--- config.mk ---
export PLATFORM = sky130hd
export DESIGN_NAME = singleCycleCpu
export DESIGN_NICKNAME = d
export VERILOG_FILES = /design/src/verilog/cpuPkg.sv /design/src/verilog/addrGen.sv /design/src/verilog/aluUnit.sv /design/src/verilog/instDecode.sv /design/src/verilog/nextPc.sv /design/src/verilog/regFile.sv /design/src/verilog/singleCycleCpu.sv
export SDC_FILE = /design/constraint.sdc
export NUM_CORES = 2
export LEC_CHECK = 0
export BUFFER_PORTS_ARGS = -buffer_cell sky130_fd_sc_hd__buf_2
export CAP_MARGIN = 20
export CORE_ASPECT_RATIO = 0.6
export CORE_MARGIN = 2
export CORE_UTILIZATION = 58
export DETAILED_ROUTE_END_ITERATION = 10
export MAX_ROUTING_LAYER = met4
export PLACE_DENSITY = 0.75
export RECOVER_POWER = 50
export SKIP_CTS_REPAIR_TIMING = 1
export SLEW_MARGIN = 20
export SYNTH_ARGS = -nofsm -noshare
export SYNTH_HDL_FRONTEND = slang
export SYNTH_HIERARCHICAL = 1
export SYNTH_SLANG_ARGS = --single-unit
export TNS_END_PERCENT = 100
--- constraint.sdc ---
create_clock -name clk -period 7.67 [get_ports clk]
set_input_delay 1.1505 -clock clk [delete_from_list [all_inputs] [get_ports clk]]
set_output_delay 1.1505 -clock clk [all_outputs]
set_load 0.02 [all_outputs]
--- src/verilog/cpuPkg.sv ---
package cpuPkg;

    // data path width
    localparam int xlen = 32;

    // machine word, used for data, addresses and instructions
    typedef logic [xlen-1:0] word_t;

    // register index
    typedef logic [4:0] regAddr_t;

    // shift amount, low five bits of the second operand
    typedef logic [4:0] shamt_t;

    // pc step between sequential instructions
    localparam word_t instBytes = 32'd4;

    // major opcodes of the supported subset
    typedef enum logic [6:0] {
        opLoad   = 7'b0000011,  // lw
        opStore  = 7'b0100011,  // sw
        opOpImm  = 7'b0010011,  // register-immediate arithmetic
        opOp     = 7'b0110011,  // register-register arithmetic
        opLui    = 7'b0110111,
        opAuipc  = 7'b0010111,
        opBranch = 7'b1100011,  // conditional branches
        opJal    = 7'b1101111,
        opJalr   = 7'b1100111
    } opcode_e;

    // funct3 codes of the arithmetic group
    typedef enum logic [2:0] {
        fAddSub = 3'b000,  // add, addi, sub
        fSll    = 3'b001,
        fSlt    = 3'b010,
        fSltu   = 3'b011,
        fXor    = 3'b100,
        fSr     = 3'b101,  // srl, sra and the immediate forms
        fOr     = 3'b110,
        fAnd    = 3'b111
    } aluFunct_e;

    // funct3 codes of the branch group, 010 and 011 are unused
    typedef enum logic [2:0] {
        bEq  = 3'b000,
        bNe  = 3'b001,
        bLt  = 3'b100,
        bGe  = 3'b101,
        bLtu = 3'b110,
        bGeu = 3'b111
    } branchFunct_e;

    // only legal load and store width
    localparam logic [2:0] memWordFunct = 3'b010;

    // funct7 values for the plain and the alternate operation
    localparam logic [6:0] funct7Base = 7'b0000000;
    localparam logic [6:0] funct7Alt  = 7'b0100000;  // sub, sra, srai

endpackage

--- src/verilog/addrGen.sv ---
module addrGen (
    input  cpuPkg::word_t rs1Data,
    input  cpuPkg::word_t immI,
    input  cpuPkg::word_t immS,
    input  logic          isStore,
    input  logic [2:0]    funct3,
    output cpuPkg::word_t effAddr,
    output logic          misaligned
);

    logic badSize;
    logic badAlign;

    // stores and loads use different immediate layouts
    assign effAddr = rs1Data + (isStore ? immS : immI);

    // byte and halfword widths are not supported
    assign badSize = (funct3 != cpuPkg::memWordFunct);

    // word accesses need the low two address bits clear
    assign badAlign = (effAddr[1:0] != 2'b00);

    assign misaligned = badSize || badAlign;

endmodule

--- src/verilog/aluUnit.sv ---
module aluUnit (
    input  cpuPkg::word_t     opA,
    input  cpuPkg::word_t     opB,
    input  cpuPkg::aluFunct_e funct3,
    input  logic [6:0]        funct7,
    input  logic              isImm,
    output cpuPkg::word_t     result,
    output logic              illegal
);

    cpuPkg::shamt_t shamt;
    logic           baseOk;
    logic           altOk;
    logic           lessSigned;
    logic           lessUnsigned;
    cpuPkg::word_t  sumDiff;
    cpuPkg::word_t  shiftRight;

    assign shamt = opB[4:0];  // only low five bits shift

    // for immediates funct7 is immI[11:5]
    assign baseOk = (funct7 == cpuPkg::funct7Base);
    assign altOk  = (funct7 == cpuPkg::funct7Alt);

    assign lessSigned   = $signed(opA) < $signed(opB);
    assign lessUnsigned = opA < opB;

    // addi never subtracts, its funct7 bits are immediate
    assign sumDiff = (altOk && !isImm) ? (opA - opB) : (opA + opB);

    // alternate bit picks arithmetic shift, also for srai
    assign shiftRight = altOk ? cpuPkg::word_t'($signed(opA) >>> shamt) : (opA >> shamt);

    always_comb begin
        case (funct3)
            cpuPkg::fAddSub: begin
                result = sumDiff;
            end
            cpuPkg::fSll: begin
                result = opA << shamt;
            end
            cpuPkg::fSlt: begin
                result = {{(cpuPkg::xlen-1){1'b0}}, lessSigned};
            end
            cpuPkg::fSltu: begin
                result = {{(cpuPkg::xlen-1){1'b0}}, lessUnsigned};
            end
            cpuPkg::fXor: begin
                result = opA ^ opB;
            end
            cpuPkg::fSr: begin
                result = shiftRight;
            end
            cpuPkg::fOr: begin
                result = opA | opB;
            end
            cpuPkg::fAnd: begin
                result = opA & opB;
            end
        endcase
    end

    // illegal encodings
    always_comb begin
        if (isImm) begin
            // only the shift forms carry a funct7 field
            case (funct3)
                cpuPkg::fSll: begin
                    illegal = !baseOk;
                end
                cpuPkg::fSr: begin
                    illegal = !(baseOk || altOk);
                end
                default: begin
                    illegal = 1'b0;
                end
            endcase
        end else begin
            case (funct3)
                cpuPkg::fAddSub, cpuPkg::fSr: begin
                    illegal = !(baseOk || altOk);  // add/sub, srl/sra
                end
                default: begin
                    illegal = !baseOk;
                end
            endcase
        end
    end

endmodule

--- src/verilog/instDecode.sv ---
module instDecode (
    input  cpuPkg::word_t    instWord,
    output cpuPkg::opcode_e  opcode,
    output logic [2:0]       funct3,
    output logic [6:0]       funct7,
    output cpuPkg::regAddr_t rs1,
    output cpuPkg::regAddr_t rs2,
    output cpuPkg::regAddr_t rd,
    output cpuPkg::word_t    immI,
    output cpuPkg::word_t    immS,
    output cpuPkg::word_t    immB,
    output cpuPkg::word_t    immU,
    output cpuPkg::word_t    immJ
);

    // values outside the enum pass through, the top flags them
    assign opcode = cpuPkg::opcode_e'(instWord[6:0]);

    assign rd     = instWord[11:7];
    assign funct3 = instWord[14:12];
    assign rs1    = instWord[19:15];
    assign rs2    = instWord[24:20];
    assign funct7 = instWord[31:25];

    // i-type, loads, jalr and immediate arithmetic
    assign immI = {{20{instWord[31]}}, instWord[31:20]};

    // s-type, offset split around rd field
    assign immS = {{20{instWord[31]}}, instWord[31:25], instWord[11:7]};

    // b-type, halfword offset
    assign immB = {
        {19{instWord[31]}},
        instWord[31],
        instWord[7],
        instWord[30:25],
        instWord[11:8],
        1'b0
    };

    // u-type, upper twenty bits
    assign immU = {instWord[31:12], 12'b0};

    // j-type, halfword offset with scrambled fields
    assign immJ = {
        {11{instWord[31]}},
        instWord[31],
        instWord[19:12],
        instWord[20],
        instWord[30:21],
        1'b0
    };

endmodule

--- src/verilog/nextPc.sv ---
module nextPc (
    input  cpuPkg::word_t   pc,
    input  cpuPkg::word_t   rs1Data,
    input  cpuPkg::word_t   rs2Data,
    input  cpuPkg::word_t   immI,
    input  cpuPkg::word_t   immB,
    input  cpuPkg::word_t   immJ,
    input  cpuPkg::opcode_e opcode,
    input  logic [2:0]      funct3,
    output cpuPkg::word_t   pcNext,
    output logic            illegalBranch
);

    cpuPkg::branchFunct_e brFunct;
    logic                 taken;
    cpuPkg::word_t        jalrSum;
    cpuPkg::word_t        pcSeq;

    assign brFunct = cpuPkg::branchFunct_e'(funct3);
    assign pcSeq   = pc + cpuPkg::instBytes;
    assign jalrSum = rs1Data + immI;

    // branch condition
    always_comb begin
        case (brFunct)
            cpuPkg::bEq:  taken = (rs1Data == rs2Data);
            cpuPkg::bNe:  taken = (rs1Data != rs2Data);
            cpuPkg::bLt:  taken = ($signed(rs1Data) < $signed(rs2Data));
            cpuPkg::bGe:  taken = ($signed(rs1Data) >= $signed(rs2Data));
            cpuPkg::bLtu: taken = (rs1Data < rs2Data);
            cpuPkg::bGeu: taken = (rs1Data >= rs2Data);
            default:      taken = 1'b0;  // 010 and 011
        endcase
    end

    // unused branch codes
    assign illegalBranch = (funct3 == 3'b010) || (funct3 == 3'b011);

    always_comb begin
        case (opcode)
            cpuPkg::opJal: begin
                pcNext = pc + immJ;
            end
            cpuPkg::opJalr: begin
                pcNext = {jalrSum[31:1], 1'b0};  // absolute target, bit 0 cleared
            end
            cpuPkg::opBranch: begin
                pcNext = taken ? (pc + immB) : pcSeq;
            end
            default: begin
                pcNext = pcSeq;
            end
        endcase
    end

endmodule

--- src/verilog/regFile.sv ---
module regFile (
    input  logic             clk,
    input  cpuPkg::regAddr_t rs1,
    input  cpuPkg::regAddr_t rs2,
    input  cpuPkg::regAddr_t rd,
    input  logic             wrEn,
    input  cpuPkg::word_t    wrData,
    output cpuPkg::word_t    rs1Data,
    output cpuPkg::word_t    rs2Data
);

    // x1 to x31, x0 has no storage
    cpuPkg::word_t regs [31:1];

    always_ff @(posedge clk) begin
        if (wrEn && (rd != 5'd0)) begin
            regs[rd] <= wrData;
        end
    end

    // combinational read, x0 reads zero
    assign rs1Data = (rs1 == 5'd0) ? '0 : regs[rs1];
    assign rs2Data = (rs2 == 5'd0) ? '0 : regs[rs2];

endmodule

--- src/verilog/singleCycleCpu.sv ---
module singleCycleCpu (
    input  logic          clk,
    input  logic          rst,
    output cpuPkg::word_t instAddr,
    input  cpuPkg::word_t instWord,
    output cpuPkg::word_t dataAddr,
    output cpuPkg::word_t dataWrData,
    output logic          dataWen,
    input  cpuPkg::word_t dataRdData,
    output logic          halt
);

    cpuPkg::word_t    pc;
    cpuPkg::word_t    pcNext;
    cpuPkg::opcode_e  opcode;
    logic [2:0]       funct3;
    logic [6:0]       funct7;
    cpuPkg::regAddr_t rs1;
    cpuPkg::regAddr_t rs2;
    cpuPkg::regAddr_t rd;
    cpuPkg::word_t    immI;
    cpuPkg::word_t    immS;
    cpuPkg::word_t    immB;
    cpuPkg::word_t    immU;
    cpuPkg::word_t    immJ;
    cpuPkg::word_t    rs1Data;
    cpuPkg::word_t    rs2Data;
    cpuPkg::word_t    aluOpB;
    cpuPkg::word_t    aluResult;
    logic             isImm;
    logic             illegalAlu;
    logic             illegalBranch;
    logic             misaligned;
    cpuPkg::word_t    wrData;
    logic             writesRd;
    logic             regWen;

    // pc register, frozen while halted
    always_ff @(posedge clk) begin
        if (!rst) begin
            pc <= '0;
        end else if (!halt) begin
            pc <= pcNext;
        end
    end

    assign instAddr = pc;

    instDecode decode (
        .instWord(instWord), .opcode(opcode), .funct3(funct3), .funct7(funct7),
        .rs1(rs1), .rs2(rs2), .rd(rd),
        .immI(immI), .immS(immS), .immB(immB), .immU(immU), .immJ(immJ)
    );

    regFile regs (
        .clk(clk), .rs1(rs1), .rs2(rs2), .rd(rd), .wrEn(regWen), .wrData(wrData),
        .rs1Data(rs1Data), .rs2Data(rs2Data)
    );

    assign isImm  = (opcode == cpuPkg::opOpImm);
    assign aluOpB = isImm ? immI : rs2Data;

    aluUnit alu (
        .opA(rs1Data), .opB(aluOpB), .funct3(cpuPkg::aluFunct_e'(funct3)),
        .funct7(funct7), .isImm(isImm), .result(aluResult), .illegal(illegalAlu)
    );

    nextPc pcSel (
        .pc(pc), .rs1Data(rs1Data), .rs2Data(rs2Data), .immI(immI), .immB(immB),
        .immJ(immJ), .opcode(opcode), .funct3(funct3), .pcNext(pcNext),
        .illegalBranch(illegalBranch)
    );

    addrGen agen (
        .rs1Data(rs1Data), .immI(immI), .immS(immS), .isStore(opcode == cpuPkg::opStore),
        .funct3(funct3), .effAddr(dataAddr), .misaligned(misaligned)
    );

    assign dataWrData = rs2Data;  // word stores only

    // halt cause by opcode, unknown opcodes halt
    always_comb begin
        case (opcode)
            cpuPkg::opLoad, cpuPkg::opStore: halt = misaligned;
            cpuPkg::opOpImm, cpuPkg::opOp:   halt = illegalAlu;
            cpuPkg::opBranch:                halt = illegalBranch;
            cpuPkg::opJalr:                  halt = (funct3 != 3'b000);
            cpuPkg::opJal, cpuPkg::opLui, cpuPkg::opAuipc: halt = 1'b0;
            default:                         halt = 1'b1;
        endcase
    end

    // writeback select
    always_comb begin
        writesRd = 1'b1;
        case (opcode)
            cpuPkg::opOp, cpuPkg::opOpImm: wrData = aluResult;
            cpuPkg::opLui:                 wrData = immU;
            cpuPkg::opAuipc:               wrData = pc + immU;
            cpuPkg::opJal, cpuPkg::opJalr: wrData = pc + cpuPkg::instBytes;  // link
            cpuPkg::opLoad:                wrData = dataRdData;
            default: begin
                wrData   = '0;
                writesRd = 1'b0;  // stores, branches
            end
        endcase
    end

    assign regWen  = writesRd && !halt && rst;
    assign dataWen = (opcode == cpuPkg::opStore) && !halt && rst;

endmodule
==> results.json <==
{
  "status": "finished with violations",
  "violations": "capacitance limit, slew limit, setup timing",
  "ant_nets": 0,
  "fill_cells": 8930,
  "grt_overflow": 0,
  "p_int_mw": 9.89,
  "grt_pass1_vias": 56000,
  "drc": 0,
  "ys_ff_latch": 1024,
  "r2r_slack_ns": 0.34,
  "rsz0062_at_grt": "false",
  "relSlewSlack": -0.343,
  "cp_data_required_time_ns": 7.93,
  "grt_pass1_wl_um": 424000,
  "tightest_slew_ns": 2.01,
  "synth_cells": 6104,
  "drt_iter0_drc": 13100,
  "cts_tree": "built",
  "grt_max_degree": 80,
  "clockPowerShare": 0.308,
  "min_to": "instAddr[1]$_SDFFE_PN0N_",
  "arrival_ns": 8.02,
  "yosysWarnings": 6,
  "cts_buffer_depth": 3,
  "power.total_mw": 14.9,
  "io_buffers": 163,
  "pwr-share-seq": 0.407,
  "layout_min_cycle_time_ns": 7.76,
  "hp-start": "instAddr[1]$_SDFFE_PN0N_",
  "crit_type": "primary input to register",
  "track_usage": 0.500,
  "clock_skew_ns": 0.0892,
  "vias_per_cell": 7.51,
  "dr_total_vias": 60800,
  "hold_path_depth": 2,
  "ys_async_sr_fraction": 0,
  "drive_gt1_frac": 0.209,
  "path_clk_slew_ns": 0.08,
  "crit_start": "instWord[16]",
  "synthTopCellsByCount": "edfxtp_1 (992), mux2i_1 (458), nand2_1 (439), nor2_1 (413), a21oi_1 (360)",
  "synth.most_common_cell": "edfxtp_1",
  "power_switching_mw": 5.00,
  "worst_setup_path_end_kind": "register",
  "ir_drop_v": 0.000238,
  "start_util": 0.588,
  "htreeDepth": 3,
  "p_sw_frac": 0.336,
  "seq_area_um2": 30400,
  "io_pins": 164,
  "synth.area.top_cells": "edfxtp_1 (42%), mux4_2 (11%), mux2i_1 (6.5%), ha_1 (5.1%), a21oi_1 (2.6%)",
  "multiInputGateArea_um2": 36200,
  "synth_ff_type": "edfxtp_1",
  "reg2reg_from": "regs/regs[22][1]$_DFFE_PP_",
  "worstSkewPairLatency_ns": 0.75,
  "power_density_nw_per_um2": 191,
  "rr_worst_depth": 16,
  "syn_avg_cell_area_um2": 11.5,
  "fp.dieArea_um2": 124000,
  "post-route-util": 0.652,
  "p_comb_frac": 0.285,
  "dr.pass1.iters": 9,
  "synth_area_um2": 70400,
  "synth_edf_count": 992,
  "place_congestion": 1.18,
  "antenna_found_initial": 24,
  "coreArea_um2": 120000,
  "reg2reg_to": "regs/regs[5][7]$_DFFE_PP_",
  "timing.final.ws_setup_ns": -0.0938,
  "synth_cell_types": 116,
  "synth-seq-area-share": 0.432,
  "cts-root-buf": "clkbuf_16",
  "fmax_mhz": 129,
  "hold_viol_final": 0,
  "synth_top_area_share": 0.423,
  "dp_hpwl_um": 221000,
  "syn_to_final_growth_pct": 10.9,
  "routedWlPerCell_um": 38.0,
  "timing.final.crit_share": 1.01,
  "cts_buffers": 92,
  "maxCapViolCount": 10,
  "critPathLaunchType": "primary input",
  "die_w_um": 454,
  "crit_fanout": 18,
  "power.leakage_nw": 30.0,
  "clock-sinks": 1024,
  "finalMaxSlewViolations": 208,
  "rows": 98,
  "die_h_um": 274,
  "synth_top_cell_by_area": "edfxtp_1",
  "routed_wl_um": 308000,
  "min_path_type": "register to register",
  "final_nets": 6759,
  "setup_viol": 15
}
==> worst max-delay path, stage by stage <==
cell and delay, ns:
buf_8 0.22, buf_4 0.24, buf_4 0.23, mux4_2 0.31
mux2_2 0.28, nand3b_1 0.09, o221ai_2 0.11, clkbuf_4 0.17
buf_4 0.23, ha_1 0.29, fa_1 0.49, or4_1 0.59
mux2_2 0.31, a222oi_1 0.61, nand2_1 0.16, a21oi_1 0.21
clkbuf_1 0.35, nand3b_1 0.12, buf_4 0.20, nor2_1 0.14
clkbuf_1 1.47
==> cells in the final DEF (no fill, tap or decap), types with 43 or more instances in the layout <==
cell type | Yosys | layout
edfxtp_1 | 992 | 992
mux2i_1 | 458 | 458
buf_4 | 220 | 456
nand2_1 | 439 | 438
nor2_1 | 413 | 394
a21oi_1 | 360 | 358
mux4_2 | 346 | 346
ha_1 | 285 | 285
o21ai_0 | 271 | 263
inv_1 | 198 | 197
buf_2 | 82 | 133
xnor2_1 | 128 | 128
nand3_1 | 120 | 119
a22oi_1 | 119 | 119
clkbuf_16 | 0 | 92
clkbuf_1 | 212 | 91
nor2b_1 | 91 | 86
xor2_1 | 81 | 80
a211oi_1 | 75 | 76
a22o_1 | 76 | 76
a21o_1 | 75 | 75
nor3_1 | 75 | 70
mux2_2 | 66 | 65
nand4_1 | 56 | 56
buf_12 | 2 | 52
and2_1 | 52 | 50
a31oi_1 | 48 | 48
and3_1 | 44 | 44
o211ai_1 | 44 | 44
a211o_1 | 43 | 43
==> flip-flops by register name, summed over array words and instances (netlist names) <==
register   cells
regs/regs    992
instAddr      32
==> routing by layer <==
layer	GRT usage	vias to the layer above	share of wire
li1	-	24100	-
met1	0.714	29600	0.39
met2	0.593	6214	0.37
met3	0.252	917	0.20
met4	0.180	0	0.044
met5	-	-	0
==> final cells by class <==
type,count,area share
multi-input cells,4316,0.464
flip-flops and latches,1024,0.390
diodes,31,0.000994
repair buffers,763,0.0731
inverters,204,0.00981
well taps,1600,0.0256
clock buffers,112,0.0305
clock inverters,52,0.00612
==> metrics by stage <==
step | instance area [µm²] | TNS [ns] | instances | worst slack (ns) | hold slack, ns
final | 78100 | -0.848 | 8102 | -0.0938 | 0.759
after global routing | 78000 | 0 | 8095 | 0.111 | 0.812
after CTS | 78600 | 0 | 8071 | 0.417 | 0.740
after detailed placement | 75800 | -5.94 | 7907 | -0.193 | 0.724
after global placement | 75800 | -4.58 | 7907 | -0.149 | 0.711
after floorplan | 70400 | -35.04 | 6117 | -0.161 | 0.657
==> worst max-delay path by stage <==
stage                                  endpoint  cells past startpoint
floorplan            regs/regs[12][0]$_DFFE_PP_                     20
global placement    regs/regs[30][29]$_DFFE_PP_                     27
detailed placement  regs/regs[20][29]$_DFFE_PP_                     29
CTS                                dataAddr[26]                     18
global route        regs/regs[10][26]$_DFFE_PP_                     30
finish                regs/regs[5][7]$_DFFE_PP_                     21
==> cells by family after synthesis <==
group	count (synthesis)	share of synthesized area
mux	888	0.192
simple gates	1414	0.0939
xor+xnor	209	0.0260
compound gates	1499	0.145
flops	1024	0.432
fa+ha+maj	292	0.0527
buf+inv	777	0.0583
other cells	1	0.0000533
==> power groups by stage <==
stage	combinational (mW)	sequential, mW	clock, mW
6_report	4.25	6.06	4.58
5_1_grt	4.35	6.06	4.75
4_1_cts	4.01	6.06	4.54
3_5_place_dp	3.98	6.18	0
3_3_place_gp	3.98	6.18	0
2_1_floorplan	2.37	6.19	0
Note: power is estimated with default switching activity, not from simulation.
